File: src/rtl/credits_pkg.sv
package credits_pkg;

    //////////////////////////////
    // pixel format
    //////////////////////////////
    localparam int COLW  = 4;           // bits per colour component
    localparam int RGB_W = 3 * COLW;    // r, g, b packed msb first

    //////////////////////////////
    // on-chip memories
    //////////////////////////////
    // message: 32 text rows of 32 tiles
    localparam int MSG_AW = 10;
    localparam int MSG_DW = 9;          // {pal[1:0], code[6:0]}

    // font: 128 glyphs of 8 rows, msb is the left pixel
    localparam int FONT_AW = 10;
    localparam int FONT_DW = 8;

    // host bus
    localparam int WB_AW = 11;          // msb selects the font region
    localparam int WB_DW = 16;

    //////////////////////////////
    // scroll and palette
    //////////////////////////////
    localparam int SCROLL_SPEED = 3;    // frames between steps, minus one
    localparam int FDIV_W       = $clog2(SCROLL_SPEED + 1);

    localparam logic [RGB_W-1:0] PAL0 = 12'hf00;    // red
    localparam logic [RGB_W-1:0] PAL1 = 12'h0f0;    // green
    localparam logic [RGB_W-1:0] PAL2 = 12'h33f;    // blue
    localparam logic [RGB_W-1:0] PAL3 = 12'hfff;    // white

    typedef enum logic {
        WB_IDLE,
        WB_ACK
    } wb_state_t;

    typedef enum logic {
        REG_MSG,
        REG_FONT
    } wb_region_t;

    typedef enum logic [1:0] {
        SRC_PASS,   // overlay hidden
        SRC_DIM,    // background behind the text
        SRC_CHAR    // glyph pixel set
    } pix_src_t;

endpackage

File: src/rtl/credits_raster.sv
`timescale 1ns/10ps

module credits_raster (
    input  logic       clk,
    input  logic       rst,
    input  logic       pxl_cen,
    input  logic       hb,          // active high
    input  logic       vb,          // active high
    input  logic       enable,
    output logic [7:0] col,
    output logic [7:0] text_row
);
    import credits_pkg::*;

    logic [7:0]        line;        // line inside the active frame
    logic [7:0]        vpos;        // scroll position
    logic [FDIV_W-1:0] fcnt;        // frame divider
    logic              hb_d;
    logic              vb_d;
    logic              en_d;
    logic              hb_rise;
    logic              vb_rise;
    logic              en_rise;

    assign hb_rise = hb && !hb_d;
    assign vb_rise = vb && !vb_d;
    assign en_rise = enable && !en_d;

    //////////////////////////////
    // column and line counters
    //////////////////////////////
    always_ff @(posedge clk or posedge rst) begin
        if (rst) begin
            hb_d <= 1'b0;
            vb_d <= 1'b0;
            col  <= 8'd0;
            line <= 8'd0;
        end else if (pxl_cen) begin
            hb_d <= hb;
            vb_d <= vb;
            if (hb) begin
                col <= 8'd0;
            end else if (col != 8'hff) begin
                col <= col + 8'd1;          // saturates on long lines
            end
            if (vb) begin
                line <= 8'd0;
            end else if (hb_rise) begin
                line <= line + 8'd1;
            end
        end
    end

    //////////////////////////////
    // scroll
    //////////////////////////////
    // enable is sampled on every clock so a short pulse is not lost
    always_ff @(posedge clk or posedge rst) begin
        if (rst) begin
            en_d <= 1'b0;
            fcnt <= '0;
            vpos <= 8'd0;
        end else begin
            en_d <= enable;
            if (en_rise) begin
                fcnt <= '0;                 // restart from the top
                vpos <= 8'd0;
            end else if (pxl_cen && vb_rise) begin
                if (fcnt == FDIV_W'(SCROLL_SPEED)) begin
                    fcnt <= '0;
                    vpos <= vpos + 8'd1;
                end else begin
                    fcnt <= fcnt + 1'b1;
                end
            end
        end
    end

    // wraps over the 256 lines of the message
    assign text_row = line + vpos;

    a_col_sat: assert property (@(posedge clk) disable iff (rst)
        (pxl_cen && !hb && col == 8'hff) |=> (col == 8'hff))
        else $error("column counter wrapped inside the active line");

endmodule

File: config.mk
export PLATFORM = sky130hd
export DESIGN_NAME = credits_raster
export DESIGN_NICKNAME = d
export VERILOG_FILES = /design/src/rtl/credits_pkg.sv /design/src/rtl/credits_raster.sv
export SDC_FILE = /design/constraint.sdc
export NUM_CORES = 1
export LEC_CHECK = 0
export ABC_AREA = 1
export BUFFER_PORTS_ARGS = -buffer_cell sky130_fd_sc_hd__buf_2
export CORE_MARGIN = 10
export CORE_UTILIZATION = 55
export DETAILED_ROUTE_END_ITERATION = 6
export PLACE_DENSITY = 0.76
export SETUP_SLACK_MARGIN = 0.02
export SYNTH_ARGS = -nofsm -noshare
export SYNTH_HDL_FRONTEND = slang
export SYNTH_SLANG_ARGS = --single-unit
File: constraint.sdc
create_clock -name clk -period 1.59 [get_ports clk]
set_input_delay 0.0795 -clock clk [delete_from_list [all_inputs] [get_ports clk]]
set_output_delay 0.0795 -clock clk [all_outputs]
set_load 0.1 [all_outputs]
# --- Word-level counts from Yosys, hierarchy flattened ---
# Index checks and enable logic that the tools add are counted.
op_classes:
  reduce_logical: 14
  n_addsub: 5
  eq_ne: 2
  mux: 10
ops:
  columns: ["operator", "n"]
  rows:
  - ["$mux 8", 7]
  - ["$add 8x1->8 const B", 3]
  - ["$add 8x8->8", 1]
  - ["$ne 8x8->1 const B", 1]
  - ["$reduce_bool 2->1", 4]
  - ["$mux 2", 3]
  - ["$reduce_and 2->1", 3]
  - ["$logic_and 1x1->1", 4]
  - ["$logic_not 1->1", 3]
  - ["$add 2x1->2 const B", 1]
  - ["$eq 2x2->1 const B", 1]
totals:
  in_bits: 6
  output_inout_bits: 16
  wordCells: 38
  register_bits: 29

# --- Depth between registers and ports, before layout ---
depth:
  ltp_word: 5
  mapped_depth: 8
  mapped_depth_nobuf: 8

# --- Least setup slack after synthesis ---
# No wires, ideal clock.
synth_path:
  path_kind: "flip-flop to output port"
  startpoint: "register line[0]"
  endpoint: "output text_row[4]"
  setup_slack_ps: -1094
  n_path_buf: 0
  arrival_time_ps: 2605
  path_stages_with_launch: 6
  path_cell_list: "dfrtp_1 > ha_1 > fa_1 > nand3_1 > nand2_1 > xor2_1"
synth_between:
  elab_chain_len: 1
synth_rtl:
  columns: ["item", "line", "source"]
  rows:
  - ["start, declared", "credits_raster.sv:15", "logic [7:0] line;"]
  - ["start signal, assigned", "credits_raster.sv:49", "line <= line + 8'd1;"]
  - ["$add 8x8->8", "credits_raster.sv:80", "assign text_row = line + vpos;"]
  - ["end, declared", "credits_raster.sv:11", "output logic [7:0] text_row"]
# No other way between the ends.

# --- Final worst setup path ---
layout_path:
  startpoint: "register line[0]"
  endpoint: "output text_row[6]"
# Same word-level chain as after synthesis.

==> impl_results.md <==
* Sw Ratio at 0.419
* Slew at the pin closest to its max-slew limit at 0.497 ns
* Ant. Diodes at 0
* Synth warn at 0
* NumNets Final at 329
* Cell-internal power at 1.41 mW
* 1st-iter DRT viols at 129
* Final GP Congestion at 0.853
* Hold Worst Slack at 0.0367 ns
* Failing checks: setup timing
* WHS Path Cells at 3
* Root Buffer: clkbuf_4
* Worst-skew pair later-pin latency at 0.32 ns
* Pwr Density at 922 nW/um^2
* Arrival @ worst endpoint at 1.88 ns
* Worst Path Max Fanout at 3
* Sequential share of power at 0.361
* Cell Rows at 21
* Die footprint at 6240 sq um
* CP dominant cell by count: nand4_1
* Slowest cell on the critical path: dfrtp_1
* Die W at 79.0 microns
* Synth cell types at 27
* Die H at 79.0 microns
* First-pass GRT wire length at 8.58 mm
* Setup WS post-layout at -0.370 ns
* Combinational share of power at 0.449
* R2R cell count at 8
* Max_slew headroom at 0.671
* Syn Inst Count at 261
* GR Overflow Total at 0
* Hold Vio Cnt, Final at 0
* H-Tree Depth at 2
* Synth top area share at 0.379
* Hold Crit Class: input port to register
* DP HPWL at 3.40 mm
* PortBufs at 21
* Post-synthesis register bit count at 29
* Number of global-route vias before repair at 1874
* Number of antenna violations at the first check in global routing at 0
* CORE AREA at 3340 sq um
* Num CTS Buffers at 5
* Clock Tree Buf Depth at 2
* DR WL/cell at 13.6 microns
* Vias at 1836
* Max Freq at 510 MHz
* Fin cells at 358
* CP Launch Type: register
* Layout cell share with drive strength beyond 1 at 0.308
* Min Tclk post-route at 1.96 ns
* Synth Net Count at 279
* CP startpoint: line[0]
* Leading area contributor after synthesis: dfrtp_1
* Reg2reg start: col[0]
* FFs w/ async S/R, synth at 1.00
* I/O pins at 22
* Final wirelength at 4.85 mm
* Hold path start: hb
* Final setup fails at 7
* Setup Skew at 0.0124 ns
* Slowest stage delay, CP at 0.43 ns
* Req. time, crit path at 1.51 ns
* Worst VDD drop at 0.953 mV
* Routed vias/inst at 5.13
* Max-cap violations at 0
* EDFF count, synth at 0
* Largest net degree at the start of global routing at 30
* Fillers at 219
* Total Routing Usage GR at 0.167
* Area grow syn2layout at 37.9%
* Number of remaining DRC errors at 0
* Reg clk slew, reported paths at 0.09 ns
* Tcrit/Tclk final at 1.23
* Syn_area_per_cell at 7.33 sq um
* WS Path Type: register to output pin
* Clock network power share at 0.191
* Sequential fraction of the synthesis area at 0.379
* Synth area leaders: dfrtp_1 38%, nand2_1 17%, ha_1 7.2%
* Dominant synthesized flop cell: dfrtp_1
* CTS tree: yes
* Final Max Tran Viols at 0
* Routed Antenna Nets at 0
* Crit. End Element: output pin
* Unrepaired setup endpoints after global routing: yes
* NetSw at 1.02 mW
* Design Power at 2.43 mW
* Lkg Pwr at 1.30 nW
* CP cell instances: ha_4 > fa_2 > nand4_1 > nand4_1 > nand2_4 > buf_12
* Post-Place Cells at 346
* Outcome: finished with violations
* Starting Density at 0.573
* Count leader, synth: nand2_1
* Synth cell count leaders: 85 x nand2_1, 35 x inv_1, 29 x dfrtp_1
* Cell Area, Synth at 1910 sq um
* Drt pass-1 iters at 4
* Clk sink count at 29
[routing by layer]
metal / wire length [microns] / part of all wire / track usage
met2: 2480 / 0.51 / 0.308
met3: 171 / 0.035 / 0.0405
met5: 0 / 0 / 0
met1: 2110 / 0.44 / 0.183
met4: 92 / 0.019 / 0.0484
[through the flow]
| stage | worst slack, ns | instance area (sq um) | TNS (ns) | utilization |
|---|---|---|---|---|
| 6_report | -0.370 | 2640 | -1.79 | 0.791 |
| 2_1_floorplan | -0.267 | 2040 | -0.456 | - |
| 3_5_place_dp | -0.0342 | 2440 | -0.0342 | 0.732 |
| 5_1_grt | -0.449 | 2640 | -2.37 | 0.791 |
| 4_1_cts | -0.356 | 2610 | -1.70 | 0.783 |
| 3_3_place_gp | 0.0300 | 2440 | 0 | 0.732 |
[layout by cell type (no fill, tap or decap), types with 3 or more instances in the layout]
master,n
inv_1,35
nor2_1,18
ha_1,5
nand2_4,4
a21oi_2,3
nand2_2,8
ha_4,6
nand2_1,76
dfrtp_2,7
clkbuf_4,5
buf_4,22
nand3_1,23
a21oi_1,6
nand4_1,7
xor2_1,4
dfrtp_1,20
o21ai_2,3
buf_12,7
nand3_2,5
buf_2,13
o21ai_0,12
xor2_4,3
[worst paths after layout]
check,endpoint,slack [ns]
max reg2reg,col[1],0.16
max in group asynchronous,col[0],0.90
min in group asynchronous,col[1],0.37
min reg2reg,hb_d,0.54
min,hb_d,0.04
max,text_row[6],-0.37
[critical path, delay by kind of cell, from the launching register on]
kind | cells | cell delay (ns)
flops | 1 | 0.43
fa+ha+maj | 2 | 0.55
buf+inv | 1 | 0.17
simple gates | 3 | 0.43
[logic make-up after synthesis]
family                     share of synthesized area
AOI/OAI and AO/OA                             0.0922
xor gates and xnor gates                      0.0320
adders and majority gates                     0.0824
buffers and inverters                         0.0804
DFF                                            0.379
and+or+nand+nor                                0.334
[power by group through the flow]
stage / clock (mW) / combinational, mW / sequential, mW
2_1_floorplan: 0 / 0.666 / 0.952
3_3_place_gp: 0 / 1.03 / 0.875
3_5_place_dp: 0 / 1.05 / 0.879
4_1_cts: 0.478 / 1.07 / 0.869
5_1_grt: 0.509 / 1.16 / 0.884
6_report: 0.464 / 1.09 / 0.877
[flip-flops by register name, summed over array words and instances, names as in the netlist]
signal / count
line: 8
col: 8
hb_d: 1
vpos: 8
vb_d: 1
en_d: 1
fcnt: 2
[repair_timing]
action | CTS | global route
pin swaps | 6 | 3
endpoints found under the setup margin | 8 | 7
setup buffers | 1 | 1
hold buffers | 2 | 0
gates resized for setup | 14 | 3
endpoints found under the hold margin | 30 | 0
[cell type report]
type | instances | area [sq um] | area share
multi-input combinational | 194 | 1240 | 0.470
sequential | 29 | 742 | 0.281
timing repair buffer | 45 | 402 | 0.152
inverter | 36 | 138 | 0.0522
clock buffer | 8 | 58.8 | 0.0223
tap | 46 | 57.6 | 0.0218
Power figures use the tool's default switching activity.
