`config.mk`:
```
export PLATFORM = sky130hd
export DESIGN_NAME = credits_wb_regs
export DESIGN_NICKNAME = d
export VERILOG_FILES = /design/src/rtl/credits_pkg.sv /design/src/rtl/credits_wb_regs.sv
export SDC_FILE = /design/constraint.sdc
export NUM_CORES = 1
export LEC_CHECK = 0
export BUFFER_PORTS_ARGS = -buffer_cell sky130_fd_sc_hd__buf_2
export CORE_UTILIZATION = 42
export CTS_BUF_LIST = sky130_fd_sc_hd__clkbuf_8
export DETAILED_ROUTE_END_ITERATION = 6
export PLACE_DENSITY_LB_ADDON = 0.1
export REMOVE_ABC_BUFFERS = 1
export SYNTH_ARGS = -nofsm -noshare
export SYNTH_HDL_FRONTEND = slang
export SYNTH_SLANG_ARGS = --single-unit
```
`constraint.sdc`:
```
create_clock -name clk -period 2.1 [get_ports clk]
set_input_delay 0.42 -clock clk [delete_from_list [all_inputs] [get_ports clk]]
set_output_delay 0.42 -clock clk [all_outputs]
set_load 0.01 [all_outputs]
```
`src/rtl/credits_pkg.sv`:
```
package credits_pkg;

    //////////////////////////////
    // pixel format
    //////////////////////////////
    localparam int COLW  = 4;           // bits per colour component
    localparam int RGB_W = 3 * COLW;    // r, g, b packed msb first

    //////////////////////////////
    // on-chip memories
    //////////////////////////////
    // message: 32 text rows of 32 tiles
    localparam int MSG_AW = 10;
    localparam int MSG_DW = 9;          // {pal[1:0], code[6:0]}

    // font: 128 glyphs of 8 rows, msb is the left pixel
    localparam int FONT_AW = 10;
    localparam int FONT_DW = 8;

    // host bus
    localparam int WB_AW = 11;          // msb selects the font region
    localparam int WB_DW = 16;

    //////////////////////////////
    // scroll and palette
    //////////////////////////////
    localparam int SCROLL_SPEED = 3;    // frames between steps, minus one
    localparam int FDIV_W       = $clog2(SCROLL_SPEED + 1);

    localparam logic [RGB_W-1:0] PAL0 = 12'hf00;    // red
    localparam logic [RGB_W-1:0] PAL1 = 12'h0f0;    // green
    localparam logic [RGB_W-1:0] PAL2 = 12'h33f;    // blue
    localparam logic [RGB_W-1:0] PAL3 = 12'hfff;    // white

    typedef enum logic {
        WB_IDLE,
        WB_ACK
    } wb_state_t;

    typedef enum logic {
        REG_MSG,
        REG_FONT
    } wb_region_t;

    typedef enum logic [1:0] {
        SRC_PASS,   // overlay hidden
        SRC_DIM,    // background behind the text
        SRC_CHAR    // glyph pixel set
    } pix_src_t;

endpackage

```
`src/rtl/credits_wb_regs.sv`:
```
`timescale 1ns/10ps

module credits_wb_regs (
    input  logic                          clk,
    input  logic                          rst,
    input  logic                          wb_cyc,
    input  logic                          wb_stb,
    input  logic                          wb_we,
    input  logic [credits_pkg::WB_AW-1:0] wb_adr,
    input  logic [credits_pkg::WB_DW-1:0] wb_dat_w,
    output logic                          wb_ack,
    output logic                          msg_we,
    output logic                          font_we,
    output logic [credits_pkg::WB_AW-2:0] waddr,
    output logic [credits_pkg::WB_DW-1:0] wdata
);
    import credits_pkg::*;

    wb_state_t  state;
    wb_region_t region;         // target of the current access
    wb_region_t adr_region;
    logic       wr;             // current access is a write
    logic       req;

    assign req        = wb_cyc && wb_stb && (state == WB_IDLE);
    assign adr_region = wb_adr[WB_AW-1] ? REG_FONT : REG_MSG;

    //////////////////////////////
    // handshake FSM
    //////////////////////////////
    always_ff @(posedge clk or posedge rst) begin
        if (rst) begin
            state  <= WB_IDLE;
            region <= REG_MSG;
            wr     <= 1'b0;
        end else begin
            case (state)
                WB_IDLE: begin
                    if (req) begin
                        state  <= WB_ACK;
                        region <= adr_region;
                        wr     <= wb_we;
                    end
                end
                WB_ACK:  state <= WB_IDLE;   // single cycle ack
                default: state <= WB_IDLE;
            endcase
        end
    end

    // address and data captured with the request
    always_ff @(posedge clk) begin
        if (req) begin
            waddr <= wb_adr[WB_AW-2:0];
            wdata <= wb_dat_w;
        end
    end

    assign wb_ack  = (state == WB_ACK);
    assign msg_we  = wb_ack && wr && (region == REG_MSG);
    assign font_we = wb_ack && wr && (region == REG_FONT);   // reads only get the ack

    a_ack_single: assert property (@(posedge clk) disable iff (rst)
        wb_ack |=> !wb_ack)
        else $error("wb_ack held for two clocks");

    a_ack_in_cycle: assert property (@(posedge clk) disable iff (rst)
        wb_ack |-> (wb_cyc && wb_stb))
        else $error("wb_ack outside of an active strobe");

endmodule

```
Yosys cells after proc, flatten, opt, wreduce, memory -nomap -nowiden
Index checks and enable logic that the tools add are counted.

cells by class
  muxes and demuxes = 3
  bitwise operators = 2
  reduce and logical (&&, ||, !) cells = 6

operators with widths
  cell               count
  $logic_and 1x1->1  5
  $mux 1             2
  $not 1->1          2
  $pmux 1 s2         1
  $reduce_and 2->1   1

storage, ports and cells
  flip-flop bits (word level) = 29
  bits of input ports = 32

Logic depth before layout (Yosys ltp)
Gate-level depths: netlist (run 1).

  depth after elaboration = 4
  mapped depth = 2
  mapped depth without buffers = 2

Worst setup path before layout (run 1)
No wires, ideal clock.

  path type = flip-flop to flip-flop
  from = register state (netlist: wb_ack)
  to = register waddr[0] in the netlist's numbering (enable)
  setup time = 381 ps
  data arrival time = 1143 ps
  required time = 1719 ps
  slack = 576 ps
  stages on the path, launching flop included = 3
  period minus slack after synthesis = 1524 ps
  cells stage by stage = dfrtp_1 > nand3b_4 > inv_1

between the ends
  longest elaborated chain between the ends = 2

RTL lines
  what                      RTL line               text
  start: declaration        credits_wb_regs.sv:19  wb_state_t state;
  start signal: assignment  credits_wb_regs.sv:33  state <= WB_IDLE;
  start signal: assignment  credits_wb_regs.sv:40  state <= WB_ACK;
  start signal: assignment  credits_wb_regs.sv:45  WB_ACK: state <= WB_IDLE;
  $not 1->1 (no line)       n/a
  $logic_and 1x1->1         credits_wb_regs.sv:25  assign req = wb_cyc && wb_stb && (state == WB_IDLE);
  net req                   credits_wb_regs.sv:23  logic req;
  end signal: assignment    credits_wb_regs.sv:54  waddr <= wb_adr[WB_AW-2:0];
  end: declaration          credits_wb_regs.sv:14  output logic [credits_pkg::WB_AW-2:0] waddr,

The timed path passes the listed nets, and every way through them passes these cells.
A chain may end at the register's enable or synchronous reset.

Final worst setup path (run 1)
  from = register state (netlist: wb_ack)
  to = register wdata[6] in the netlist's numbering (enable)

between the ends
  longest elaborated chain between the ends = 2

RTL lines
  what                    RTL line               text
  $not 1->1 (no line)     n/a
  $logic_and 1x1->1       credits_wb_regs.sv:25
  net req                 credits_wb_regs.sv:23
  end signal: assignment  credits_wb_regs.sv:55  wdata <= wb_dat_w;
  end: declaration        credits_wb_regs.sv:15  output logic [credits_pkg::WB_DW-1:0] wdata

The timed path passes the listed nets, and every way through them passes these cells.

==> metrics.md, run 1 <==
| Metric | Value |
|---|---|
| Hold wc startpoint | wb_dat_w[7] |
| Register share of total power | 56.8% |
| H-tree lvl count | 2 |
| Sequential cell area | 856 µm² |
| Synth async-reset ratio | 10.3% |
| Post-synth top area share | 84.1% |
| Core Area | 2020 µm² |
| PortBufs | 60 |
| Psw | 243 µW |
| Top cell type by total area after synthesis | edfxtp_1 |
| DR iter-0 viols | 1 |
| Ys Warns | 0 |
| Total grt overflow | 0 |
| Final-report hold violation count | 0 |
| Die width | 49.0 µm |
| RSZ-0062 raised after global routing | false |
| Post-synthesis instance area | 928 µm² |
| Max-cap viol count | 0 |
| Placed Area | 1280 µm² |
| Floorplan die area | 2400 µm² |
| Worst hold stages | 1 |
| Hold WC Path Type | in -> reg |
| Clock Latency Late Sink | 0.28 ns |
| Ant. Diodes | 0 |
| Worst Setup Slack, final | 0.632 ns |
| CP Max Fanout | 16 |
| Worst flop-to-flop path startpoint | wb_ack |
| Clock power share | 35.3% |
| Worst-margin pin slew | 0.472 ns |
| Detailed-route via count | 569 |
| Reg2reg path depth | 3 |
| Clk_skew | 0.00408 ns |
| # IOs | 61 |
| Total GRT Usage | 12.9% |
| Crit path required time | 2.08 ns |
| Drt drc | 0 |
| Critical path class | reg -> reg |
| Number of synthesized register bits | 29 |
| Critical Path Source Type | flop |
| Remaining antenna violation count after routing | 0 |
| Hold EP | wdata[7] |
| # rows | 16 |
| Count of cell types in the netlist | 8 |
| Leakage | 0.000631 µW |
| DP Worst Slack | 0.589 ns |
| Maximum clock path buffer count | 2 |
| RePlAce Congestion | 0.684 |
| Layout net count | 138 |
| Pint | 942 µW |
| Multi-input logic area | 65.1 µm² |
| Clk sinks | 29 |
| Reg2reg end | wdata[6] |
| Initial Utilization | 45.9% |
| Synth-to-layout area growth | 48.5% |
| VDD IR max | 0.000590 V |
| First-pass GRT wire length | 2030 µm |
| Largest cells by area after synthesis | edfxtp_1 (84%), dfrtp_1 (8.1%), mux2_4 (3.2%) |
| Final min period | 1.47 ns |
| Fill cells | 155 |
| Max Freq | 0.681 GHz |
| Power density of the placed cells | 860 nW/µm² |
| Comb power frac | 8.0% |
| Drt wl/cell | 10.8 µm |
| Setup Viol. Count Final | 0 |
| Router iterations before antenna repair | 4 |
| Post-CTS Setup Repair Bufs | 0 |
| R2R Setup Slk | 0.63 ns |
| Slew margin rel. | 68.5% |
| Synth top cells by count | edfxtp_1 (26), dfrtp_1 (3), inv_1 (2), mux2_4 (2) |
| Run status | finished, final reports clean |
| Num CTS Buffers | 5 |
| Synth Flop Type | edfxtp_1 |
| Die H | 49.0 µm |
| Post-synth EDFFs | 26 |
| Most frequent cell after synthesis | edfxtp_1 |
| DR vias/cell | 4.25 |
| Final max-slew violation count | 0 |
| Number of global-route vias before repair | 468 |
| Switching Share | 20.5% |
| Largest net degree at the start of global routing | 17 |
| Register area share after synthesis | 92.2% |
| Fin area | 1380 µm² |
| Routed WL | 1450 µm |
| Syn Area/Cell | 25.1 µm² |
| Layout cells sized above 1 | 68.2% |
| Root buffer cell | clkbuf_8 |
| CTS tree | built |
| Crit share post-route | 69.9% |
| CTS clk-pin slew, worst paths | 0.06 ns |
| Antenna violations before repair | 0 |
| Setup TNS | 0 ns |
| CP endpoint kind | flop |
| Mapped Cells | 37 |
| Crit path arrival time | 1.45 ns |
how the worst max path moves through the flow:
stage,slack [ns],start,end,cells after the start
floorplan,0.58,wb_ack,waddr[0],2
global placement,0.60,wb_cyc,wdata[4],4
detailed placement,0.59,wb_cyc,waddr[1],4
CTS,0.62,wb_ack,wdata[8],3
global route,0.55,wb_ack,wdata[3],3
finish,0.63,wb_ack,wdata[6],3
final cells by class:
| type | count | area share [%] |
|---|---|---|
| inverters | 2 | 0.544 |
| clock buffers | 5 | 4.99 |
| repair buffers | 62 | 24.0 |
| multi-input cells | 6 | 4.72 |
| clock inverters | 3 | 1.27 |
| flip-flops and latches | 29 | 62.1 |
| well taps | 27 | 2.45 |
layout by cell type, fill, tap and decap left out, drive strengths merged:
cell type	Yosys	layout
edfxtp	26	26
clkbuf	0	5
nand3b	1	1
inv	2	2
clkinv	0	2
dfrtp	3	3
clkinvlp	0	1
nor2	1	1
nand2	1	1
dlygate4sd3	0	1
buf	0	61
and3	1	1
mux2	2	2
critical path, stage by stage (launching register included):
cell and delay (ns):
dfrtp_1 0.41, nand3b_4 0.19, inv_1 0.37, buf_12 0.21
flip-flops by register name, indices dropped and copies added (netlist names):
name	flops
region	1
waddr	10
wb_ack	1
wdata	16
wr	1
repair_timing:
item | 4_1_cts | 5_1_grt
hold buffers | 1 | 0
hold endpoints to repair | 3 | 0
gates resized for setup | 0 | 0
kinds of logic (layout without fill, tap and decap cells):
logic type,after synthesis,in the layout,synth area share (%)
DFF,29,29,92.2
and+or+nand+nor,4,4,3.77
muxes,2,2,3.23
buffers and inverters,2,72,0.809
per-layer routing:
metal  up-vias  wire length [µm]  global-route usage (%)
met5         -                 0                       0
met4         0                 4                    8.82
met3         2               138                    7.79
met2        42               828                    22.9
met1       247               481                    10.2
li1        278                 -                       -
through the flow:
stage | hold slack [ns] | util (%) | total power (µW) | std cells
finish | 0.315 | 68.2 | 1190 | 134
global placement | 0.285 | 63.4 | 778 | 125
floorplan | 0.174 | - | 721 | 37
global route | 0.298 | 68.2 | 1240 | 134
CTS | 0.304 | 68.2 | 1210 | 134
detailed placement | 0.292 | 63.4 | 780 | 125
power by group through the flow:
stage / Combinational (µW) / Clock [µW] / Sequential [µW]
after floorplan: 25.1 / 0 / 696
after global placement: 94.1 / 0 / 683
after detailed placement: 94.7 / 0 / 685
after CTS: 96.5 / 435 / 673
after global routing: 102 / 462 / 675
final: 94.4 / 418 / 673
Power figures use the tool's default switching activity.
==> inputs of run 2 (changes only) <==
Clock period 2.1 ns to 1.4 ns, I/O delays scaled along.
==> run 2 against run 1 <==
Against the previous run:
- clock-buffer cell count unchanged
- clock skew is 0.00091 ns lower
- total power up 48%
- worst hold slack got worse by 0.13 ns
- utilization shrank 0.50 points
- register-to-register slack worse by 0.42 ns
- sequential share of layout area up 0.45 points
- first-iteration DRC count increased by 100%
- design area decreased by 0.73%
- non-clock buffer count is 1 higher
- wire length barely moved
- cell count increased by 0.75%
- critical path type is now reg -> out
- largest power group unchanged
==> metrics.md, run 2 (same netlist as run 1, synthesis figures left out) <==
| Metric | Value |
|---|---|
| Run status | finished, final reports clean |
| Detailed-route via count | 568 (-0.18%) |
| RePlAce Congestion | 0.700 (+2.4%) |
| CP top delay family | flip-flops |
| Layout cells sized above 1 | 66.7% (-1.6 points) |
| # rows | 16 (unchanged) |
| Post-CTS resize count | 0 (unchanged) |
| CP Max Fanout | 4 (-12) |
| DR iter-0 viols | 2 (+1) |
| Metal-1 WL | 563 µm (+17%) |
| Max-cap viol count | 0 (unchanged) |
| Critical path class | reg -> out |
| HPWL after detailed placement | 1150 µm |
| Critical Path Source Type | flop |
| Final max-slew violation count | 0 (unchanged) |
| PortBufs | 60 (unchanged) |
| CTS Hold Buffers Added | 1 (unchanged) |
| Ant. Diodes | 0 (unchanged) |
| Largest net degree at the start of global routing | 17 (unchanged) |
| Initial Utilization | 45.9% (unchanged) |
| Worst-margin pin slew | 0.185 ns (-0.287 ns) |
| Most frequent cells in the layout | buf_2 (60), edfxtp_1 (26), clkbuf_8 (5), dfrtp_1 (3) |
| First-pass GRT wire length | 2210 µm (+8.9%) |
| Max reg flops | 16 (unchanged) |
| Layout net count | 139 (+0.72%) |
| Antenna violations before repair | 0 (unchanged) |
| Clk sinks | 29 (unchanged) |
| Slowest stage delay, CP | 0.40 ns (about the same) |
| Num CTS Buffers | 5 (unchanged) |
| Post-CTS Setup Repair Bufs | 0 (unchanged) |
| CP endpoint kind | output pin |
| Max Freq | 0.770 GHz |
| Power density of the placed cells | 1280 nW/µm² (+49%) |
| Final-report hold violation count | 0 (unchanged) |
| Drt drc | 0 (unchanged) |
| Placed Area | 1280 µm² (-0.39%) |
| Setup Viol. Count Final | 0 (unchanged) |
| Synth-to-layout area growth | 47.4% |
| R2R Setup Slk | 0.21 ns (-0.42 ns) |
| Fin area | 1370 µm² (-0.73%) |
| # IOs | 61 (unchanged) |
| Crit path required time | 1.12 ns (-0.96 ns) |
| Clock Latency Late Sink | 0.27 ns (about the same) |
| CTS clk-pin slew, worst paths | 0.06 ns (about the same) |
| Met2 wire len | 737 µm (-11%) |
| Die H | 49.0 µm (unchanged) |
| Crit path arrival time | 1.02 ns (-0.43 ns) |
| CTS tree | built |
| Metal3 WL | 134 µm (-2.9%) |
| DR vias/cell | 4.21 (-0.92%) |
| CP Cell Sequence | and3_2 -> buf_2 |
| Total GRT Usage | 13.4% (+0.47 points) |
| VDD IR max | 0.000897 V (+52%) |
| Router iterations before antenna repair | 3 (-1) |
| Top layer used by detailed routing | met4 |
| Crit share post-route | 92.7% |
| Crit-path slowest cell | dfrtp_1 |
| Die width | 49.0 µm (unchanged) |
| Total grt overflow | 0 (unchanged) |
| RSZ-0062 raised after global routing | false |
| Number of global-route vias before repair | 504 (+7.7%) |
| Root buffer cell | clkbuf_8 |
| Core Area | 2020 µm² (unchanged) |
| Slew margin rel. | 87.7% (+19 points) |
| Most flop-heavy register | wdata |
| Remaining antenna violation count after routing | 0 (unchanged) |
| Top flop regs | wdata (16), waddr (10) |
| Hold WC Path Type | in -> reg |
| WHS | 0.186 ns (-0.129 ns) |
| Drt wl/cell | 10.7 µm (-0.81%) |
| Leakage | 0.000632 µW (+0.13%) |
| Final min period | 1.30 ns |
| Floorplan die area | 2400 µm² (unchanged) |
| PnR Total Power | 1750 µW (+48%) |
| Clk_skew | 0.00317 ns (-0.000911 ns) |
| H-tree lvl count | 2 (unchanged) |
| Maximum clock path buffer count | 2 (unchanged) |
| Routed WL | 1450 µm (about the same) |
| WP buf/inv | 1 (-1) |
| Most common cell after layout, fill and taps aside | buf_2 |
==> run 2: cell types whose count changed in the layout (fill, tap and decap cells not counted), sizes merged <==
cell / delta
buf: +1
clkinvlp: -1
clkinv: +1
==> run 2: cell type report <==
type / count / area [µm²]
Multi-Input combinational cell: 6 / 65.1
Timing Repair Buffer: 63 / 325
Fill cell: 160 / 653
Sequential cell: 29 / 856
Tap cell: 27 / 33.8
Inverter: 2 / 7.51
Clock buffer: 5 / 68.8
Clock inverter: 3 / 12.5
==> run 2: metal layers <==
layer  vias up  track usage, %
li1        278               -
met4         0            7.35
met1       251            14.3
met3         2            7.17
met2        37            21.3
met5         -               0
==> run 2: metrics by stage <==
stage	TNS (ns)	cells	util, %	setup slack (ns)
6_report	0	135	67.7	0.102
5_1_grt	0	135	67.7	0.0365
4_1_cts	0	135	67.7	0.0919
3_5_place_dp	0	126	63.2	0.211
3_3_place_gp	0	126	63.2	0.227
2_1_floorplan	-3.23	37	-	-0.124
==> run 2: final timing paths <==
path / start / to / depth (start not counted)
max: wb_ack / font_we / 2
min: wb_dat_w[13] / wdata[13] / 1
max reg2reg: wb_ack / wdata[4] / 3
min reg2reg: region / region / 1
max in group asynchronous: rst / wb_ack / 3
min in group asynchronous: rst / wr / 3
==> run 2: worst register-to-register path, stage by stage, from the launching register on <==
cell and delay (ns):
dfrtp_1 0.40, nand3b_4 0.19, inv_1 0.08, buf_4 0.22
==> run 2: power by group <==
part           total, µW  switching, µW  internal, µW
Clock                602            269           333
Sequential          1010           14.5           995
Combinational        141           64.4          76.5
