File: config.mk
export PLATFORM = sky130hd
export DESIGN_NAME = credits_tile_fetch
export DESIGN_NICKNAME = d
export VERILOG_FILES = /design/src/rtl/credits_pkg.sv /design/src/rtl/credits_tile_fetch.sv
export SDC_FILE = /design/constraint.sdc
export NUM_CORES = 1
export LEC_CHECK = 0
export BUFFER_PORTS_ARGS = -buffer_cell sky130_fd_sc_hd__buf_2
export CAP_MARGIN = 0
export CORE_UTILIZATION = 34
export DETAILED_ROUTE_END_ITERATION = 16
export HOLD_SLACK_MARGIN = 0.02
export PLACE_DENSITY = 0.77
export SLEW_MARGIN = 10
export SYNTH_ARGS = -nofsm -noshare
export SYNTH_HDL_FRONTEND = slang
export SYNTH_SLANG_ARGS = --single-unit
export TNS_END_PERCENT = 1
File: constraint.sdc
create_clock -name clk -period 1.98 [get_ports clk]
set_clock_uncertainty 0.2 [all_clocks]
set_input_delay 0.297 -clock clk [delete_from_list [all_inputs] [get_ports clk]]
set_output_delay 0.297 -clock clk [all_outputs]
set_load 0.01 [all_outputs]
File: src/rtl/credits_pkg.sv
package credits_pkg;

    //////////////////////////////
    // pixel format
    //////////////////////////////
    localparam int COLW  = 4;           // bits per colour component
    localparam int RGB_W = 3 * COLW;    // r, g, b packed msb first

    //////////////////////////////
    // on-chip memories
    //////////////////////////////
    // message: 32 text rows of 32 tiles
    localparam int MSG_AW = 10;
    localparam int MSG_DW = 9;          // {pal[1:0], code[6:0]}

    // font: 128 glyphs of 8 rows, msb is the left pixel
    localparam int FONT_AW = 10;
    localparam int FONT_DW = 8;

    // host bus
    localparam int WB_AW = 11;          // msb selects the font region
    localparam int WB_DW = 16;

    //////////////////////////////
    // scroll and palette
    //////////////////////////////
    localparam int SCROLL_SPEED = 3;    // frames between steps, minus one
    localparam int FDIV_W       = $clog2(SCROLL_SPEED + 1);

    localparam logic [RGB_W-1:0] PAL0 = 12'hf00;    // red
    localparam logic [RGB_W-1:0] PAL1 = 12'h0f0;    // green
    localparam logic [RGB_W-1:0] PAL2 = 12'h33f;    // blue
    localparam logic [RGB_W-1:0] PAL3 = 12'hfff;    // white

    typedef enum logic {
        WB_IDLE,
        WB_ACK
    } wb_state_t;

    typedef enum logic {
        REG_MSG,
        REG_FONT
    } wb_region_t;

    typedef enum logic [1:0] {
        SRC_PASS,   // overlay hidden
        SRC_DIM,    // background behind the text
        SRC_CHAR    // glyph pixel set
    } pix_src_t;

endpackage

File: src/rtl/credits_tile_fetch.sv
`timescale 1ns/10ps

module credits_tile_fetch (
    input  logic                            clk,
    input  logic                            rst,
    input  logic                            pxl_cen,
    input  logic [7:0]                      col,
    input  logic [7:0]                      text_row,
    input  logic [credits_pkg::MSG_DW-1:0]  msg_q,
    input  logic [credits_pkg::FONT_DW-1:0] font_q,
    output logic [credits_pkg::MSG_AW-1:0]  msg_addr,
    output logic [credits_pkg::FONT_AW-1:0] font_addr,
    output logic                            char_on,
    output logic [1:0]                      char_pal
);
    import credits_pkg::*;

    logic [2:0] s1_bit;     // pixel inside the tile
    logic [2:0] s1_row;     // row inside the glyph
    logic [2:0] s2_bit;
    logic [1:0] s2_pal;

    //////////////////////////////
    // stage 1: message lookup
    //////////////////////////////
    assign msg_addr = {text_row[7:3], col[7:3]};    // tile row, tile column

    always_ff @(posedge clk or posedge rst) begin
        if (rst) begin
            s1_bit <= 3'd0;
            s1_row <= 3'd0;
        end else if (pxl_cen) begin
            s1_bit <= col[2:0];
            s1_row <= text_row[2:0];
        end
    end

    //////////////////////////////
    // stage 2: font lookup
    //////////////////////////////
    // msg_q holds the tile word for the pixel in s1
    assign font_addr = {msg_q[6:0], s1_row};

    always_ff @(posedge clk or posedge rst) begin
        if (rst) begin
            s2_bit <= 3'd0;
            s2_pal <= 2'd0;
        end else if (pxl_cen) begin
            s2_bit <= s1_bit;
            s2_pal <= msg_q[MSG_DW-1 -: 2];
        end
    end

    //////////////////////////////
    // stage 3: glyph bit
    //////////////////////////////
    // font_q is the glyph row for the pixel in s2,
    // registered by the mixer together with the delayed image
    assign char_on  = font_q[3'd7 - s2_bit];   // msb is the leftmost pixel
    assign char_pal = s2_pal;

endmodule

; Word-level counts from Yosys, hierarchy flattened
; Index checks and enable logic that the tools add are counted.
[word_totals]
regBits = 11
latchBits = 0
ram_bits = 0
mem_bits_ro = 0
output_inout_bits = 23
word_cells = 8
mem_count = 0
[classes]
add_sub_neg = 1
multipliers = 0
div_mod_pow = 0
magnitude_cmp = 1
n_eq_ne = 0
shift = 0
n_mux = 2
bitwise = 0
reduce_logical = 0
[op_table]
columns = operator, n
row1 = 3-bit by 4-bit less-than comparator with 1-bit output (second input constant), 1
row2 = 1-bit binary-select mux with 3-bit select, 1
row3 = 3-bit subtractor (first input constant), 1
row4 = 1-bit 2-to-1 mux, 1

; Logic depth before layout (Yosys ltp)
; Gate-level depths: netlist of run 1.
[logic_depth]
word_depth = 3
depth_mapped = 2

; Least setup slack after synthesis of run 1
; No wires, ideal clock.
[synth_path]
path_type = reg2out
start = reg s2_bit[0]
end = out char_on
arrival_time_ns = 1.184
required_ns = 1.483
slack_ns = 0.299
path_stages_with_launch = 3
path_cell_list = dfrtp_1 -> mux4_1 -> mux2_2
[synth_via]
elab_chain_len = 3
[synth_rtl]
columns = item, line
row1 = "start, declared", credits_tile_fetch.sv:20  ; logic [2:0] s2_bit;
row2 = "start signal, assigned", credits_tile_fetch.sv:49  ; s2_bit <= s1_bit;
row3 = 3-bit subtractor, credits_tile_fetch.sv:59  ; assign char_on = font_q[3'd7 - s2_bit];
row4 = 1-bit binary-select mux with 3-bit select, credits_tile_fetch.sv:59
row5 = 1-bit 2-to-1 mux (implied by the code), credits_tile_fetch.sv:59
row6 = "end, declared", credits_tile_fetch.sv:13  ; output logic char_on,
; No other way between the ends. The select of a mux whose other input is x is not followed.

; Final worst setup path of run 1
; Ends and elaborated chain as after synthesis.

==> results of run 1 <==
[layout make-up]
type | instances | area share (%)
Sequential cell | 11 | 42.9
Multi-Input combinational cell | 14 | 28.1
Timing Repair Buffer | 25 | 21.2
Clock buffer | 4 | 4.09
Tap cell | 16 | 3.12
Inverter | 1 | 0.585
[cell families (layout without fill, tap and decap cells)]
kind of cell           count (synthesis)  after routing  synth area share (%)
muxes                                 14             14                  31.3
DFF                                   11             11                  45.9
buffers and inverters                 19             30                  22.8
[how the worst max path moves through the flow]
stage | to | depth (start not counted)
floorplan | char_on | 2
global placement | char_on | 3
detailed placement | char_on | 3
CTS | char_on | 3
global route | char_on | 3
finish | char_on | 3
[Yosys cell counts (all sizes together)]
| library cell | number |
|---|---|
| buf | 18 |
| mux2 | 12 |
| dfrtp | 11 |
| mux4 | 2 |
| inv | 1 |
[what timing repair did]
action                                  4_1_cts  5_1_grt
hold endpoints to repair                     11        0
cloned                                        0        0
hold buffers                                  1        0
endpoints found under the setup margin        1        1
gates resized for setup                       2        1
[metal layers]
metal  global-route usage [%]  vias to the layer above  wire (um)
li1                         -                      154          -
met1                     13.0                      158        389
met2                     12.5                       26        458
met3                     7.08                        2         88
met4                     4.85                        0          4
met5                        0                        -          0
[power groups by stage]
stage | clock (W) | combinational, W | sequential (W)
6_report | 0.000151 | 0.000105 | 0.000266
5_1_grt | 0.000167 | 0.000115 | 0.000269
4_1_cts | 0.000158 | 0.0000997 | 0.000266
3_5_place_dp | 0 | 0.0000959 | 0.000269
3_3_place_gp | 0 | 0.0000938 | 0.000268
2_1_floorplan | 0 | 0.0000902 | 0.000272
[per-stage QoR]
step / hold WS [ns] / worst slack (ns)
after floorplan: -0.0506 / 0.299
after global placement: 0.108 / 0.191
final: 0.0573 / -0.0949
after detailed placement: 0.114 / 0.156
after CTS: 0.0505 / -0.114
after global routing: 0.0484 / -0.164
[sequential cells by signal, summed over array words and instances, names as in the netlist]
name and cells:
s1_bit 3, s1_row 3, s2_bit 3, char_pal 2
==> summary.md, run 1 <==
| Metric | Value |
|---|---|
| Comb power frac | `between 20% and 30%` |
| Placement row count | `14` |
| Crit-path cells | `mux4_2, mux2_2, buf_6` |
| R2R Path End | `s2_bit[0]` |
| PortBufs | `24` |
| Buffers & Inverters on Critical Path | `1` |
| Yosys reg bits | `11` |
| DRC Markers | `1` |
| Maxcap violations | `0` |
| Synthesized cell area | `~600 um2` |
| Clock sink total | `11` |
| Critical path's slowest cell | `mux4_2` |
| Antenna violations before repair | `0` |
| Synth Net Count | `80` |
| CTS Buf Count | `3` |
| WP data arrival | `between 1.5 and 2 ns` |
| Fin area | `~640 um2` |
| Worst r2r path cells | `1` |
| Count of final setup violators | `1` |
| Clock Power Share | `slightly below 30%` |
| Placed cell area | `roughly 610 um2` |
| Tmin final | `between 2 and 2.5 ns` |
| Worst-case clock buffer depth | `2` |
| Top area cells in the synthesized netlist | `dfrtp_1, mux2_2, buf_4` |
| Drt initial violations | `4` |
| Syn Inst Count | `44` |
| Final Max Slew Viols | `0` |
| Worst-Skew Late Latency | `0.26 ns` |
| Slowest stage delay, CP | `between 0.5 and 0.6 ns` |
| Final period utilization | `105%` |
| Initial Utilization | `between 30% and 40%` |
| Area leader, netlist | `dfrtp_1` |
| Die H | `approximately 44 um` |
| Sequential share of power | `a little over 50%` |
| Worst path top cell family by delay | `multiplexers` |
| Lkg Pwr | `just over 0.3 nW` |
| Hold endpoint | `char_pal[1]` |
| Fillcell total | `167` |
| GRT Util Overall | `between 10% and 20%` |
| RSZ-0062 raised after global routing | `yes` |
| Reg-to-reg setup timing slack | `~0.98 ns` |
| Power Internal | `0.000398 W` |
| Status | `complete, but fails checks` |
| Placed Instances | `66` |
| CP endpoint kind | `output pin` |
| Footprint of the multi-input gates | `approximately 180 um2` |
| Number of global-route vias before repair | `297` |
| Nets | `between 90 and 100` |
| Pwr dens | `approximately 810 nW/um2` |
| Register area | `275 um2` |
| Total power | `approximately 0.00052 W` |
| DR pass1 iterations | `11` |
| Count of cell types in the netlist | `6` |
| Startpoint Class | `register` |
| Register area share after synthesis | `a little under half` |
| Routed length per instance | `13.2 um` |
| P_sw | `approximately 0.00012 W` |
| Most frequent cells in the layout | `buf_2, mux2_2, dfrtp_1` |
| Syn-to-layout area delta | `7.10%` |
| R2R Path Start | `s2_bit[0]` |
| Full die area | `between 1500 and 2000 um2` |
| First-pass GRT wire length | `~1.3 mm` |
| Routability cong. | `between 0.5 and 0.6` |
| Syn_area_per_cell | `between 10 and 15 um2` |
| Hold Vio Cnt, Final | `0` |
| Share of cells above drive strength 1 | `between 70% and 80%` |
| Io pins | `~60` |
| Htree depth | `1` |
| DR vias/cell | `about 4.8` |
| Largest net degree at the start of global routing | `12` |
| Rel. slew slack | `72.4%` |
| Diodes inserted | `0` |
| Fmax | `between 400 and 500 MHz` |
| Setup bufs post-CTS | `0` |
| Violated checks | `design-rule violations, negative setup slack` |
| Top-area cell type share of the netlist area | `45.9%` |
| Critical path launch point | `s2_bit[0]` |
| Fin worst setup slack | `-0.0949 ns` |
| Commonest non-fill, non-tap cell in the layout | `buf_2` |
| Hold depth | `2` |
| Die X-Extent | `about 44 um` |
| Clock Pin Slew Worst Setup and Hold Paths | `0.07 ns` |
| Routed WL | `about 940 um` |
| Final non-filler cell total | `between 70 and 80` |
| Via count | `340` |
| Clk root buf | `clkbuf_4` |
| Crit path max fanout | `3` |
| Actual slew at the worst max-slew pin | `0.414 ns` |
| Final Util | `approximately 40%` |
| Core area | `roughly 1600 um2` |
| Synth warn | `0` |
| Switching Fraction | `about a quarter` |
| Worst VDD drop | `about 0.00037 V` |
| Hold Path Class | `input port to register` |
| Remaining global-route overflow | `0` |
| Min-delay src | `msg_q[8]` |
| CTS tree | `done` |
| Setup_tns | `-0.0949 ns` |
| Post-DRT Antenna Nets | `0` |
| Req. time, crit path | `approximately 1.5 ns` |
| WS Path Type | `register to output pin` |
Note: power is estimated with default switching activity, not from simulation.
==> inputs of run 2 (changes only) <==
- CAP_MARGIN: 0 -> not set
- SKIP_CTS_REPAIR_TIMING: not set -> 1
==> run 2 against run 1 <==
Against the previous run: the run still ends with design-rule violations, negative setup slack left; first-iteration DRC count unchanged; cell count unchanged; sequential share of layout area unchanged; non-clock buffer count unchanged; sequential power about the same; power about the same; cell area unchanged; clock-buffer cell count unchanged; via count unchanged; routed wire length increased by 0.11%; largest cell class unchanged; register-to-register slack about the same.
==> summary.md, run 2 (synthesis gave the netlist of run 1 again) <==
| Metric | Value |
|---|---|
| Status | `complete, but fails checks` |
| Violated checks | `design-rule violations, negative setup slack` |
| Largest net degree at the start of global routing | `12` |
| DR vias/cell | `about 4.8` |
| Io pins | `59` |
| Tmin final | `2.07 ns` |
| RSZ-0062 raised after global routing | `yes` |
| Clk root buf | `clkbuf_4` |
| PortBufs | `24` |
| Antenna violations before repair | `0` |
| Worst-Skew Late Latency | `around 0.26 ns` |
| Fillcell total | `about 170` |
| Post-DRT Antenna Nets | `0` |
| Worst VDD drop | `about 0.00037 V` |
| Req. time, crit path | `approximately 1.5 ns` |
| Clock Pin Slew Worst Setup and Hold Paths | `~0.070 ns` |
| WS Path Type | `register to output pin` |
| Routability cong. | `approximately 0.56` |
| Die H | `44.0 um` |
| Placed cell area | `607 um2` |
| Most frequent cells in the layout | `buf_2, mux2_2, dfrtp_1` |
| Actual slew at the worst max-slew pin | `~0.41 ns` |
| Crit path max fanout | `3` |
| Remaining global-route overflow | `0` |
| Top flop regs | `s1_bit x3, s1_row x3, s2_bit x3` |
| Count of final setup violators | `1` |
| Syn-to-layout area delta | `7.10%` |
| Diodes inserted | `0` |
| Pre-CTS WS | `roughly 0.16 ns` |
| Startpoint Class | `register` |
| DRC Markers | `1` |
| Hold Vio Cnt, Final | `0` |
| Number of global-route vias before repair | `about 290` |
| Footprint of the multi-input gates | `between 150 and 200 um2` |
| Setup_tns | `-0.0926 ns` |
| Register area | `about 280 um2` |
| First-pass GRT wire length | `1.23 mm` |
| Clock sink total | `11` |
| CP endpoint kind | `output pin` |
| Routed length per instance | `approximately 13 um` |
| CTS tree | `done` |
| Htree depth | `1` |
| Nets | `between 90 and 100` |
| Placement row count | `14` |
| Die X-Extent | `roughly 44 um` |
| Fin area | `642 um2` |
| Hold Path Class | `input port to register` |
| Routed WL | `about 940 um` |
| Drt initial violations | `4` |
| Maxcap violations | `0` |
| Rel. slew slack | `roughly 72%` |
| Fmax | `between 400 and 500 MHz` |
| Pwr dens | `814 nW/um2` |
| Commonest non-fill, non-tap cell in the layout | `buf_2` |
| WP data arrival | `1.58 ns` |
| Hold slack | `approximately 0.057 ns` |
| Initial Utilization | `a little under two fifths` |
| Full die area | `1930 um2` |
| Fin worst setup slack | `-0.0926 ns` |
| Share of cells above drive strength 1 | `roughly three quarters` |
| Worst-case clock buffer depth | `2` |
| Final Max Slew Viols | `0` |
| DR pass1 iterations | `11` |
| Core area | `about 1600 um2` |
| Lkg Pwr | `a little over 0.3 nW` |
| Final period utilization | `105%` |
| CTS Buf Count | `3` |
| GRT Util Overall | `a little under a tenth` |
| Via count | `340` |
run 2: worst max-delay path, cell delays in order (launching register included):
cell and delay [ns]:
dfrtp_1 0.41, mux4_2 0.51, mux2_2 0.28, buf_6 0.12
run 2: final cells by class:
type / instances / area share, %
repair buffers: 25 / 21.2
inverters: 1 / 0.585
well taps: 16 / 3.12
clock buffers: 4 / 4.09
multi-input cells: 14 / 28.1
flip-flops and latches: 11 / 42.9
run 2: through the flow:
| stage | total power (W) | utilization, % | instances |
|---|---|---|---|
| after CTS | 0.000520 | 40.2 | 70 |
| after global placement | 0.000362 | 38.5 | 66 |
| after detailed placement | 0.000365 | 38.5 | 66 |
| after global routing | 0.000551 | 40.7 | 71 |
| final | 0.000522 | 40.7 | 71 |
| after floorplan | 0.000362 | - | 44 |
run 2: report_power, final:
group | internal (W) | total (W) | switching, W
clock | 0.0000779 | 0.000151 | 0.0000728
sequential | 0.000250 | 0.000266 | 0.0000161
combinational | 0.0000699 | 0.000105 | 0.0000355
total | 0.000398 | 0.000522 | 0.000124
run 2: per-layer routing:
layer | part of all wire, % | global-route usage, % | vias to the layer above
li1 | - | - | 154
met1 | 41 | 10.8 | 158
met2 | 49 | 12.5 | 26
met3 | 9.4 | 7.08 | 2
met4 | 0.43 | 4.85 | 0
met5 | 0 | 0 | -
run 2: final timing paths:
kind	slack, ns	end	startpoint	cells past startpoint
min	0.06	char_pal[1]	msg_q[8]	2
max in group asynchronous	0.93	s2_bit[0]	rst	3
min reg2reg	0.30	s1_row[0]	s1_row[0]	1
min in group asynchronous	0.36	s1_row[1]	rst	3
max	-0.09	char_on	s2_bit[0]	3
max reg2reg	0.98	s2_bit[0]	s2_bit[0]	1
==> inputs of run 3 (changes only) <==
- PLACE_DENSITY: 0.77 -> 0.79
- SKIP_LAST_GASP: not set -> 1
==> run 3 against run 2 <==
Against the previous run: cell area increased by 0.58%; clock power decreased by 3%; the flow still finishes with violations (design-rule violations, negative setup slack); sequential power about the same; sequential share of layout area is 0.25 points lower; non-clock buffer count stayed put; via count shrank 0.88%; global-route usage increased by 0.96 points; critical path type unchanged; critical path depth did not move; power is 0.15% lower; core utilization increased by 0.24 points; highest routed layer unchanged.
==> summary.md, run 3 (synthesis gave the netlist of run 1 again) <==
| Metric | Value |
|---|---|
| Status | `complete, but fails checks` |
| Violated checks | `design-rule violations, negative setup slack` |
| Clock sink total | `11` |
| RSZ-0062 raised after global routing | `yes` |
| Placement row count | `14` |
| Hold slack | `approximately 0.064 ns` |
| Remaining global-route overflow | `0` |
| Hold Path Class | `input port to register` |
| Htree depth | `1` |
| Die X-Extent | `roughly 44 um` |
| DR pass1 iterations | `12` |
| Commonest non-fill, non-tap cell in the layout | `buf_2` |
| Post-DRT Antenna Nets | `0` |
| Initial Utilization | `approximately two fifths` |
| GRT Util Overall | `about a tenth` |
| First-pass GRT wire length | `1.37 mm` |
| Final Max Slew Viols | `0` |
| Startpoint Class | `register` |
| Crit-path cells | `mux4_2, mux2_4, buf_6` |
| Fmax | `485 MHz` |
| CTS tree | `done` |
| WS Path Type | `register to output pin` |
| Register area | `approximately 280 um2` |
| Top flop regs | `s1_bit x3, s1_row x3, s2_bit x3` |
| Final period utilization | `104%` |
| Syn-to-layout area delta | `7.72%` |
| Crit path max fanout | `3` |
| Number of global-route vias before repair | `approximately 320` |
| Die H | `44.0 um` |
| Clk root buf | `clkbuf_4` |
| Critical path's slowest cell | `mux4_2` |
| Lkg Pwr | `between 0.3 and 0.4 nW` |
| Drt initial violations | `7` |
| Antenna violations before repair | `0` |
| Final Util | `41.0%` |
| Routed length per instance | `around 13 um` |
| Routed WL | `a little over 900 um` |
| Slowest stage delay, CP | `roughly 0.50 ns` |
| PortBufs | `24` |
| Tmin final | `between 2 and 2.5 ns` |
| Footprint of the multi-input gates | `184 um2` |
| Maxcap violations | `0` |
| DRC Markers | `4` |
| WP data arrival | `about 1.6 ns` |
| DR vias/cell | `around 4.7` |
| CTS Buf Count | `3` |
| Worst-Skew Late Latency | `between 0.2 and 0.3 ns` |
| Worst r2r path cells | `1` |
| Diodes inserted | `0` |
| Most frequent cells in the layout | `buf_2, mux2_2, dfrtp_1` |
| Full die area | `around 1900 um2` |
| Worst VDD drop | `0.000402 V` |
| Core area | `about 1600 um2` |
| Worst-case clock buffer depth | `2` |
| Clock Pin Slew Worst Setup and Hold Paths | `0.07 ns` |
| Hold Vio Cnt, Final | `0` |
| Actual slew at the worst max-slew pin | `between 0.4 and 0.5 ns` |
| Rel. slew slack | `between 70 and 80%` |
| CP endpoint kind | `output pin` |
| Fillcell total | `approximately 160` |
| Req. time, crit path | `roughly 1.5 ns` |
| Via count | `337` |
| Largest net degree at the start of global routing | `12` |
| Fin worst setup slack | `-0.0813 ns` |
| Share of cells above drive strength 1 | `approximately three quarters` |
| Pre-CTS WS | `about 0.17 ns` |
| Pwr dens | `just over 800 nW/um2` |
| Hold depth | `2` |
| Routability cong. | `slightly above 0.6` |
| Io pins | `59` |
| Count of final setup violators | `1` |
| Nets | `roughly 90` |
## run 3: cell counts in the layout (fill, tap and decap cells not counted)
No cell type changed its count.
## run 3: final timing paths
path,from,to,slack (ns)
worst max-delay path,s2_bit[0],char_on,-0.08
worst min-delay path,msg_q[7],char_pal[0],0.06
worst max register to register,s2_bit[0],s2_bit[0],0.98
worst min register to register,char_pal[1],char_pal[1],0.30
max in group asynchronous,rst,s1_row[1],0.93
min in group asynchronous,rst,s2_bit[2],0.37
## run 3: metal layers
layer  routed length, um  track usage [%]  vias to the layer above
met1                 352             10.6                      159
met5                   0                0                        -
met3                 101             7.92                        2
met4                   4             6.06                        0
li1                    -                -                      156
met2                 461             14.9                       20
## run 3: per-stage QoR
step	total power, W	setup TNS (ns)	area [um2]	std cells
floorplan	0.000362	0	599	44
detailed placement	0.000366	0	607	66
global placement	0.000362	0	607	66
finish	0.000522	-0.0813	646	71
global route	0.000556	-0.147	646	71
CTS	0.000516	-0.125	633	70
## run 3: final cells by class
type                            count  share of cell area, %
Inverter                            1                  0.581
Tap cell                           16                   3.10
Clock buffer                        4                   4.07
Sequential cell                    11                   42.6
Timing Repair Buffer               25                   21.1
Multi-Input combinational cell     14                   28.5
## run 3: critical path, delay by kind of cell, from the launching register on
family	cells	cell delay (ns)
buf+inv	1	0.12
mux	2	0.78
flops	1	0.40
## run 3: power by group
part / leakage [nW] / internal, W / switching [W]
Combinational: 0.170 / 0.0000732 / 0.0000363
Clock: 0.0150 / 0.0000778 / 0.0000682
Sequential: 0.129 / 0.000250 / 0.0000158
